### src/cpuPkg.sv
package cpuPkg;

    localparam int DataWidth = 8;
    localparam int RegCount = 8;

    typedef logic [DataWidth-1:0] data_t;
    typedef logic [$clog2(RegCount)-1:0] regIdx_t;

    typedef enum logic [3:0] {
        RType = 4'd0,
        Load  = 4'd2,
        Store = 4'd3,
        Jump  = 4'd4,
        Addi  = 4'd8,
        Beq   = 4'd9
    } opcode_t;

    // R-type function codes
    typedef enum logic [2:0] {
        Add = 3'd0,
        Sub = 3'd1,
        And = 3'd4,
        Or  = 3'd5,
        Xor = 3'd6,
        Slt = 3'd7
    } funct_t;

    typedef enum logic [2:0] {
        AluAdd,
        AluSub,
        AluAnd,
        AluOr,
        AluXor,
        AluSlt
    } aluOp_t;

    typedef struct packed {
        opcode_t opcode;
        funct_t  funct;
        regIdx_t rd;     // Bits 8:6
        regIdx_t rs1;    // Bits 5:3
        regIdx_t rs2;    // Bits 2:0
    } rFormat_t;

    typedef struct packed {
        opcode_t    opcode;
        funct_t     funct;
        regIdx_t    rd;      // Store data or BEQ operand for those opcodes
        regIdx_t    rs1;
        logic [2:0] imm3;
    } iFormat_t;

    typedef struct packed {
        opcode_t    opcode;
        logic [5:0] spare;
        logic [5:0] off6;    // PC-relative jump offset
    } jFormat_t;

    // One instruction word, low bits read per opcode
    typedef union packed {
        rFormat_t r;
        iFormat_t i;
        jFormat_t j;
    } instrWord_t;

    typedef struct packed {
        logic   regWrite;
        logic   memWrite;
        logic   memToReg;
        logic   useImm;
        logic   isBranch;
        logic   isJump;
        aluOp_t aluOp;
    } ctrl_t;

    typedef struct packed {
        data_t   pc;
        ctrl_t   ctrl;
        data_t   rs1Val;
        data_t   rs2Val;
        data_t   imm;      // Sign-extended imm3 or off6
        regIdx_t rd;
        regIdx_t rs1Idx;
        regIdx_t rs2Idx;
    } idEx_t;

    typedef struct packed {
        data_t   aluResult;
        data_t   storeData;
        regIdx_t rd;
        logic    regWrite;
        logic    memWrite;
        logic    memToReg;
    } exMem_t;

    typedef struct packed {
        logic    valid;
        regIdx_t regIdx;
        data_t   data;
    } wbResult_t;

    typedef struct packed {
        logic  taken;
        data_t target;
    } redirect_t;

    typedef enum logic [1:0] {
        None,
        FromMem,
        FromWb
    } forwardSel_t;

endpackage

### src/decodeStage.sv
`timescale 1ns/10ps

module decodeStage (
    input  logic               clk,
    input  logic               reset,
    input  cpuPkg::data_t      pcD,
    input  cpuPkg::instrWord_t instrD,
    input  cpuPkg::wbResult_t  wb,
    input  logic               flush,
    output cpuPkg::regIdx_t    rs1Idx,
    output cpuPkg::regIdx_t    rs2Idx,
    output logic               isLoad,
    output cpuPkg::idEx_t      idEx
);

    cpuPkg::data_t   regs [cpuPkg::RegCount];
    cpuPkg::ctrl_t   ctrl;
    cpuPkg::data_t   imm;
    cpuPkg::data_t   rs1Val;
    cpuPkg::data_t   rs2Val;

    // Decode/execute register fields
    cpuPkg::ctrl_t   ctrlQ;
    cpuPkg::data_t   pcQ;
    cpuPkg::data_t   rs1ValQ;
    cpuPkg::data_t   rs2ValQ;
    cpuPkg::data_t   immQ;
    cpuPkg::regIdx_t rdQ;
    cpuPkg::regIdx_t rs1IdxQ;
    cpuPkg::regIdx_t rs2IdxQ;

    always_comb begin
        ctrl = '0;           // Inactive, ALU op defaults to add
        imm = {{(cpuPkg::DataWidth - 3){instrD.i.imm3[2]}}, instrD.i.imm3};
        rs1Idx = instrD.r.rs1;
        rs2Idx = '0;         // No second source unless the opcode reads one
        case (instrD.r.opcode)
            cpuPkg::RType: begin
                rs2Idx = instrD.r.rs2;
                ctrl.regWrite = 1'b1;
                case (instrD.r.funct)
                    cpuPkg::Add: ctrl.aluOp = cpuPkg::AluAdd;
                    cpuPkg::Sub: ctrl.aluOp = cpuPkg::AluSub;
                    cpuPkg::And: ctrl.aluOp = cpuPkg::AluAnd;
                    cpuPkg::Or:  ctrl.aluOp = cpuPkg::AluOr;
                    cpuPkg::Xor: ctrl.aluOp = cpuPkg::AluXor;
                    cpuPkg::Slt: ctrl.aluOp = cpuPkg::AluSlt;
                    default:     ctrl.regWrite = 1'b0;   // Unassigned funct codes
                endcase
            end
            cpuPkg::Addi: begin
                ctrl.regWrite = 1'b1;
                ctrl.useImm = 1'b1;
            end
            cpuPkg::Load: begin
                ctrl.regWrite = 1'b1;
                ctrl.useImm = 1'b1;
                ctrl.memToReg = 1'b1;
            end
            cpuPkg::Store: begin
                ctrl.memWrite = 1'b1;
                ctrl.useImm = 1'b1;
                rs2Idx = instrD.i.rd;   // Store data register
            end
            cpuPkg::Beq: begin
                ctrl.isBranch = 1'b1;
                rs2Idx = instrD.i.rd;
            end
            cpuPkg::Jump: begin
                ctrl.isJump = 1'b1;
                rs1Idx = '0;            // Bits 5:3 are offset here
                imm = {{(cpuPkg::DataWidth - 6){instrD.j.off6[5]}}, instrD.j.off6};
            end
            default: begin
                rs1Idx = '0;
            end
        endcase
    end

    assign isLoad = ctrl.memToReg;

    // r0 reads zero, writeback data is visible in the same cycle
    assign rs1Val = (rs1Idx == '0) ? '0
                  : (wb.valid && wb.regIdx == rs1Idx) ? wb.data : regs[rs1Idx];
    assign rs2Val = (rs2Idx == '0) ? '0
                  : (wb.valid && wb.regIdx == rs2Idx) ? wb.data : regs[rs2Idx];

    always_ff @(posedge clk or posedge reset) begin
        if (reset) begin
            for (int i = 0; i < cpuPkg::RegCount; i++) begin
                regs[i] <= cpuPkg::data_t'(i);   // Register i starts at i
            end
        end else if (wb.valid && wb.regIdx != '0) begin
            regs[wb.regIdx] <= wb.data;
        end
    end

    // Bubble on load-use or redirect
    always_ff @(posedge clk or posedge reset) begin
        if (reset) begin
            ctrlQ <= '0;
        end else if (flush) begin
            ctrlQ <= '0;
        end else begin
            ctrlQ <= ctrl;
        end
    end

    always_ff @(posedge clk) begin
        pcQ <= pcD;
        rs1ValQ <= rs1Val;
        rs2ValQ <= rs2Val;
        immQ <= imm;
        rdQ <= instrD.r.rd;
        rs1IdxQ <= rs1Idx;
        rs2IdxQ <= rs2Idx;
    end

    assign idEx = '{pc: pcQ, ctrl: ctrlQ, rs1Val: rs1ValQ, rs2Val: rs2ValQ, imm: immQ,
                    rd: rdQ, rs1Idx: rs1IdxQ, rs2Idx: rs2IdxQ};

endmodule

### src/executeStage.sv
`timescale 1ns/10ps

module executeStage (
    input  logic                clk,
    input  logic                reset,
    input  cpuPkg::idEx_t       idEx,
    input  cpuPkg::forwardSel_t fwdA,
    input  cpuPkg::forwardSel_t fwdB,
    input  cpuPkg::data_t       memAluResult,
    input  cpuPkg::wbResult_t   wb,
    output cpuPkg::exMem_t      exMem,
    output cpuPkg::redirect_t   redirect,
    output cpuPkg::regIdx_t     rdE,
    output logic                loadE
);

    cpuPkg::data_t   srcA;
    cpuPkg::data_t   srcB;
    cpuPkg::data_t   aluB;
    cpuPkg::data_t   aluResult;
    logic            taken;

    // Execute/memory register fields
    logic            regWriteQ;
    logic            memWriteQ;
    logic            memToRegQ;
    cpuPkg::data_t   aluResultQ;
    cpuPkg::data_t   storeDataQ;
    cpuPkg::regIdx_t rdQ;

    function automatic cpuPkg::data_t pickOperand(
        input cpuPkg::forwardSel_t sel,
        input cpuPkg::data_t       regVal,
        input cpuPkg::data_t       memVal,
        input cpuPkg::data_t       wbVal
    );
        case (sel)
            cpuPkg::FromMem: return memVal;
            cpuPkg::FromWb:  return wbVal;
            default:         return regVal;
        endcase
    endfunction

    assign srcA = pickOperand(fwdA, idEx.rs1Val, memAluResult, wb.data);
    assign srcB = pickOperand(fwdB, idEx.rs2Val, memAluResult, wb.data);
    assign aluB = idEx.ctrl.useImm ? idEx.imm : srcB;

    always_comb begin
        case (idEx.ctrl.aluOp)
            cpuPkg::AluAdd: aluResult = srcA + aluB;
            cpuPkg::AluSub: aluResult = srcA - aluB;
            cpuPkg::AluAnd: aluResult = srcA & aluB;
            cpuPkg::AluOr:  aluResult = srcA | aluB;
            cpuPkg::AluXor: aluResult = srcA ^ aluB;
            cpuPkg::AluSlt: begin
                aluResult = ($signed(srcA) < $signed(aluB)) ? cpuPkg::DataWidth'(1) : '0;
            end
            default:        aluResult = '0;
        endcase
    end

    // BEQ compares the two register operands, never the immediate
    assign taken = idEx.ctrl.isJump | (idEx.ctrl.isBranch & (srcA == srcB));
    assign redirect = '{taken: taken, target: idEx.pc + idEx.imm};

    assign rdE = idEx.rd;
    assign loadE = idEx.ctrl.memToReg;

    always_ff @(posedge clk or posedge reset) begin
        if (reset) begin
            regWriteQ <= 1'b0;
            memWriteQ <= 1'b0;
            memToRegQ <= 1'b0;
        end else begin
            regWriteQ <= idEx.ctrl.regWrite;
            memWriteQ <= idEx.ctrl.memWrite;
            memToRegQ <= idEx.ctrl.memToReg;
        end
    end

    always_ff @(posedge clk) begin
        aluResultQ <= aluResult;   // Also the memory address
        storeDataQ <= srcB;
        rdQ <= idEx.rd;
    end

    assign exMem = '{aluResult: aluResultQ, storeData: storeDataQ, rd: rdQ,
                     regWrite: regWriteQ, memWrite: memWriteQ, memToReg: memToRegQ};

endmodule

### src/fetchStage.sv
`timescale 1ns/10ps

module fetchStage (
    input  logic               clk,
    input  logic               reset,
    input  logic               stall,
    input  cpuPkg::redirect_t  redirect,
    input  cpuPkg::instrWord_t instr,
    output cpuPkg::data_t      instrAddr,
    output cpuPkg::data_t      pcD,
    output cpuPkg::instrWord_t instrD
);

    cpuPkg::data_t pc;

    assign instrAddr = pc;   // Instruction comes back in the same cycle

    // Redirect wins over a load-use hold
    always_ff @(posedge clk or posedge reset) begin
        if (reset) begin
            pc <= '0;
        end else if (redirect.taken) begin
            pc <= redirect.target;
        end else if (!stall) begin
            pc <= pc + cpuPkg::DataWidth'(1);
        end
    end

    // All-zero word is ADD r0, which never writes back
    always_ff @(posedge clk or posedge reset) begin
        if (reset) begin
            instrD <= '0;
        end else if (redirect.taken) begin
            instrD <= '0;    // Drop the wrong-path fetch
        end else if (!stall) begin
            instrD <= instr;
        end
    end

    always_ff @(posedge clk) begin
        if (!stall) begin
            pcD <= pc;
        end
    end

endmodule

### src/hazardUnit.sv
`timescale 1ns/10ps

module hazardUnit (
    input  cpuPkg::regIdx_t     rs1Idx,
    input  cpuPkg::regIdx_t     rs2Idx,
    input  cpuPkg::regIdx_t     rdE,
    input  logic                loadE,
    input  cpuPkg::exMem_t      exMem,
    input  cpuPkg::wbResult_t   wb,
    input  cpuPkg::regIdx_t     srcE1,
    input  cpuPkg::regIdx_t     srcE2,
    input  cpuPkg::redirect_t   redirect,
    output logic                stall,
    output logic                flushD,
    output logic                flushE,
    output cpuPkg::forwardSel_t fwdA,
    output cpuPkg::forwardSel_t fwdB
);

    logic loadUse;

    // Memory stage is younger, so it wins over writeback
    function automatic cpuPkg::forwardSel_t selectForward(
        input cpuPkg::regIdx_t   src,
        input cpuPkg::exMem_t    m,
        input cpuPkg::wbResult_t w
    );
        if (src == '0) return cpuPkg::None;
        if (m.regWrite && m.rd == src) return cpuPkg::FromMem;
        if (w.valid && w.regIdx == src) return cpuPkg::FromWb;
        return cpuPkg::None;
    endfunction

    assign loadUse = loadE && (rdE != '0) && (rdE == rs1Idx || rdE == rs2Idx);

    assign stall = loadUse && !redirect.taken;
    assign flushD = redirect.taken;
    assign flushE = redirect.taken || loadUse;   // Bubble into execute

    assign fwdA = selectForward(srcE1, exMem, wb);
    assign fwdB = selectForward(srcE2, exMem, wb);

endmodule

### src/memoryStage.sv
`timescale 1ns/10ps

module memoryStage #(
    parameter int DataWords = 256
) (
    input  logic              clk,
    input  logic              reset,
    input  cpuPkg::exMem_t    exMem,
    output cpuPkg::data_t     memAluResult,
    output cpuPkg::wbResult_t wb
);

    localparam int AddrBits = $clog2(DataWords);

    cpuPkg::data_t   mem [DataWords];
    logic [AddrBits-1:0] addr;
    cpuPkg::data_t   result;

    logic            wbValid;
    cpuPkg::regIdx_t wbIdx;
    cpuPkg::data_t   wbData;

    assign memAluResult = exMem.aluResult;           // Forward source for execute
    assign addr = exMem.aluResult[AddrBits-1:0];     // Upper address bits wrap

    always_ff @(posedge clk or posedge reset) begin
        if (reset) begin
            for (int i = 0; i < DataWords; i++) begin
                mem[i] <= '0;
            end
        end else if (exMem.memWrite) begin
            mem[addr] <= exMem.storeData;
        end
    end

    // Asynchronous read, load data settles within the memory cycle
    assign result = exMem.memToReg ? mem[addr] : exMem.aluResult;

    always_ff @(posedge clk or posedge reset) begin
        if (reset) begin
            wbValid <= 1'b0;
        end else begin
            wbValid <= exMem.regWrite && (exMem.rd != '0);
        end
    end

    always_ff @(posedge clk) begin
        wbIdx <= exMem.rd;
        wbData <= result;
    end

    assign wb = '{valid: wbValid, regIdx: wbIdx, data: wbData};

endmodule

### src/pipelinedCpu.sv
`timescale 1ns/10ps

module pipelinedCpu #(
    parameter int DataWords = 256
) (
    input  logic               clk,
    input  logic               reset,
    input  cpuPkg::instrWord_t instr,
    output cpuPkg::data_t      instrAddr,
    output cpuPkg::wbResult_t  wb
);

    cpuPkg::data_t       pcD;
    cpuPkg::instrWord_t  instrD;
    cpuPkg::regIdx_t     rs1Idx;
    cpuPkg::regIdx_t     rs2Idx;
    cpuPkg::idEx_t       idEx;
    cpuPkg::exMem_t      exMem;
    cpuPkg::redirect_t   redirect;
    cpuPkg::regIdx_t     rdE;
    logic                loadE;
    cpuPkg::data_t       memAluResult;
    logic                stall;
    logic                flushE;
    cpuPkg::forwardSel_t fwdA;
    cpuPkg::forwardSel_t fwdB;

    fetchStage fetch (
        .clk(clk), .reset(reset), .stall(stall), .redirect(redirect), .instr(instr),
        .instrAddr(instrAddr), .pcD(pcD), .instrD(instrD)
    );

    // Decode flag stays local, hazards look at the load already in execute
    decodeStage decode (
        .clk(clk), .reset(reset), .pcD(pcD), .instrD(instrD), .wb(wb), .flush(flushE),
        .rs1Idx(rs1Idx), .rs2Idx(rs2Idx), .isLoad(), .idEx(idEx)
    );

    executeStage execute (
        .clk(clk), .reset(reset), .idEx(idEx), .fwdA(fwdA), .fwdB(fwdB),
        .memAluResult(memAluResult), .wb(wb), .exMem(exMem), .redirect(redirect),
        .rdE(rdE), .loadE(loadE)
    );

    memoryStage #(.DataWords(DataWords)) memory (
        .clk(clk), .reset(reset), .exMem(exMem), .memAluResult(memAluResult), .wb(wb)
    );

    // Fetch clears its own register from redirect.taken
    hazardUnit hazard (
        .rs1Idx(rs1Idx), .rs2Idx(rs2Idx), .rdE(rdE), .loadE(loadE), .exMem(exMem), .wb(wb),
        .srcE1(idEx.rs1Idx), .srcE2(idEx.rs2Idx), .redirect(redirect),
        .stall(stall), .flushD(), .flushE(flushE), .fwdA(fwdA), .fwdB(fwdB)
    );

endmodule
### config.mk
export PLATFORM = sky130hd
export DESIGN_NAME = pipelinedCpu
export DESIGN_NICKNAME = d
export VERILOG_FILES = /design/src/cpuPkg.sv /design/src/decodeStage.sv /design/src/executeStage.sv /design/src/fetchStage.sv /design/src/hazardUnit.sv /design/src/memoryStage.sv /design/src/pipelinedCpu.sv
export SDC_FILE = /design/constraint.sdc
export NUM_CORES = 2
export LEC_CHECK = 0
export BUFFER_PORTS_ARGS = -buffer_cell sky130_fd_sc_hd__buf_4
export CORE_MARGIN = 1
export CORE_UTILIZATION = 35
export CTS_BUF_LIST = sky130_fd_sc_hd__clkbuf_4 sky130_fd_sc_hd__clkbuf_8
export DETAILED_ROUTE_END_ITERATION = 8
export SLEW_MARGIN = 40
export SYNTH_ARGS = -nofsm -noshare
export SYNTH_HDL_FRONTEND = slang
export SYNTH_SLANG_ARGS = --single-unit
### constraint.sdc
create_clock -name clk -period 111.1 [get_ports clk]
set_input_delay 27.775 -clock clk [delete_from_list [all_inputs] [get_ports clk]]
set_output_delay 27.775 -clock clk [all_outputs]
set_load 0.01 [all_outputs]
==> summary.md <==
| Metric | Value |
|---|---|
| Status | finished clean |
| Startpoint Class | primary input |
| Critical path arrival | between 30 and 40 ns |
| Setup crit end kind | asynchronous set/reset pin |
| Sink Count | roughly 2,200 |
| GRT overflow | 0 |
| Area delta synth->final | 12.9% |
| Worst skew pair latency | between 1 and 1.5 ns |
| Fillers | about 27,000 |
| CP max stage delay | roughly 0.7 ns |
| Reg-to-Reg Start | execute.aluResultQ[0] |
| YS warnings | 0 |
| R2R Path End | memory.wbData[4] |
| Via density | around 5.5 |
| Post-route insts no fill | between 10,000 and 15,000 |
| First-pass GRT wire length | 438,000 µm |
| Pins over their slew limit | 0 |
| Most common cell in the netlist | dfrtp_1 |
| Post-cts resize count | 0 |
| CTS tree | yes |
| Vias in the first global route | between 60,000 and 70,000 |
| Sum Neg Setup Slack | 0 ns |
| Area leader, netlist | dfrtp_1 |
| Post-synthesis sequential element count | roughly 2,200 |
| Crit-path max FO | just over 80 |
| Power Density | ~18 nW/µm² |
| Hold Path Class | reg -> reg |
| Fmax | 32.3 MHz |
| Length of the first detailed-routing pass in iterations | 5 |
| Tcrit/Tclk final | between 20% and 30% |
| Detailed placement HPWL | between 150,000 and 200,000 µm |
| CTS Buffer Depth | 4 |
| Row cnt | approximately 200 |
| Fraction of layout cells with a size suffix above 1 | a little over half |
| Placed cell count | just over 10,000 |
| CTS Root Cell | clkbuf_8 |
| Vias post-DR | roughly 61,000 |
| Initial core utilization | between 30% and 40% |
| CTS buffer count | a little under 400 |
| Initial drt markers | between 4,000 and 5,000 |
| Nets | approximately 7,000 |
| DIE AREA | roughly 300,000 µm² |
| Die X | 544 µm |
| Ports | 38 |
| Synth cell count leaders | dfrtp_1, mux2_2, mux4_2 |
| ANT nets after route | 0 |
| Fin Clk Skew | just under 0.1 ns |
| Max VDD drop | 0.0000148 V |
| Slew margin rel. | between 30% and 40% |
| Kind of critical path | in -> async |
| Critical-path top delay cell | buf_4 |
| Syn_nets | slightly below 7,000 |
| Setup crit start | reset |
| Number of synthesized flops with an enable pin | 8 |
| Initial antenna violation count | 12 |
| WP data required | between 100 and 150 ns |
| RSZ-0062 raised after global routing | no |
| Crit-path cells | buf_4 -> inv_12 -> buf_16 -> buf_6 -> buf_4 -> buf_4 -> buf_4 -> buf_6 |
| Max Cap Viol | 0 |
| Largest net degree at the start of global routing | between 150 and 200 |
| Die H | roughly 540 µm |
| Leakage power | 0.0536 µW |
| Post-layout min period | about 31 ns |
| Mapped Area | 103,000 µm² |
| Setup Viol. Count Final | 0 |
| Top_reg_cell synth | dfrtp_1 |
| DR DRC count | 0 |
| Port Buffers | 37 |
| Top post-synthesis cells by area | dfrtp_1, mux2_2, mux4_2 |
| Synth top area share | 51.9% |
| Clk slew on worst S/H paths | approximately 0.05 ns |
| Core box area | just under 300,000 µm² |
| GRT Overall Usage | around 20% |
| Post CTS Setup Buffer Count | 0 |
| Crit path to | memory.mem[1257] |
| Worst Reg-to-Reg Cells | 9 |
| Final Hold Fails | 0 |
| Crit-path most repeated cell | buf_4 |
| Post-DR wirelength/cell | approximately 26 µm |
| Post-synth ARST share | between 90% and 100% |
| Synth unique cells | 78 |
| Register area share after synthesis | a little over half |
| Slew @ Worst Pin | about 0.90 ns |
| Synth Area per Inst | roughly 15 µm² |
| Post-Syn Instances | 6,807 |
| CTS H-tree lvls | 5 |
| Routability Congestion | a little over 0.8 |
| Cts-stage hold buffer count | 0 |
| Post-Route WL | slightly below 300,000 µm |
| Reg-to-reg slack, setup | roughly 110 ns |
[cell type report]
cell class | count | area [µm²] | area share, %
flip-flops and latches | 2226 | 55500 | 47.7
multi-input cells | 3996 | 45200 | 38.9
clock buffers | 643 | 8080 | 6.95
well taps | 3900 | 4880 | 4.20
repair buffers | 192 | 1800 | 1.55
clock inverters | 63 | 601 | 0.517
inverters | 53 | 211 | 0.182
diodes | 1 | 2.50 | 0.00215
[power by group]
part | switching [µW] | internal (µW) | total [µW]
clock | 351 | 474 | 825
combinational | 283 | 142 | 425
sequential | 37.8 | 834 | 872
[per-layer routing]
metal,global-route usage [%],vias to the layer above,share of wire (%)
met5,0,-,0.012
met4,6.77,6,3.7
li1,-,25500,-
met1,26.8,32900,43
met3,3.95,583,6.1
met2,31.1,1688,47
[worst max-delay path, delay by kind of cell]
kind	cells	cell delay [ns]
buffers and inverters	8	3.95
[logic make-up after synthesis]
logic type	synth area share, %
adders and majority gates	0.496
muxes	36.8
xor gates and xnor gates	0.366
buffers and inverters	2.56
AOI/OAI and AO/OA	2.36
and+or+nand+nor	3.57
DFF	53.8
[registers in the layout (all words and copies together) (netlist names), 9 cells and up]
signal	flops
decode.idEx	9
memory.mem	2048
decode.regs	64
fetch.instrD	16
[placed cells by master (no fill, tap or decap), types with 36 or more instances in the layout]
cell type,n
a211oi_1,53
a21oi_1,74
a22oi_1,52
buf_4,139
clkbuf_4,123
clkbuf_8,524
clkinv_2,36
dfrtp_1,2136
dfxtp_1,53
ha_1,36
inv_1,50
mux2_2,2118
mux2i_1,115
mux4_2,573
nand2_1,228
nand3_1,49
nor2_1,119
nor2_2,158
nor3_1,40
o21ai_0,39
[how the worst min path moves through the flow]
stage / cells after the start / start / slack, ns / end
3_3_place_gp: 0 / fetch.pcD[5] / 0.34 / decode.pcQ[5]
5_1_grt: 0 / fetch.pcD[5] / 0.36 / decode.pcQ[5]
6_report: 0 / fetch.pcD[0] / 0.35 / decode.pcQ[0]
3_5_place_dp: 0 / fetch.pcD[1] / 0.33 / decode.pcQ[1]
4_1_cts: 0 / fetch.pcD[5] / 0.35 / decode.pcQ[5]
2_1_floorplan: 0 / fetch.pcD[0] / 0.32 / decode.pcQ[0]
[through the flow]
step / utilization, % / power (µW) / hold slack [ns] / cell area (µm²) / worst slack (ns)
floorplan: - / 1160 / 0.323 / 103000 / 22.63
global placement: 36.6 / 1300 / 0.336 / 107000 / 78.04
detailed placement: 36.8 / 1310 / 0.333 / 107000 / 78.49
CTS: 39.7 / 2140 / 0.353 / 116000 / 79.50
global route: 39.8 / 2200 / 0.356 / 116000 / 79.44
finish: 39.8 / 2120 / 0.351 / 116000 / 80.10
Power figures use the tool's default switching activity.
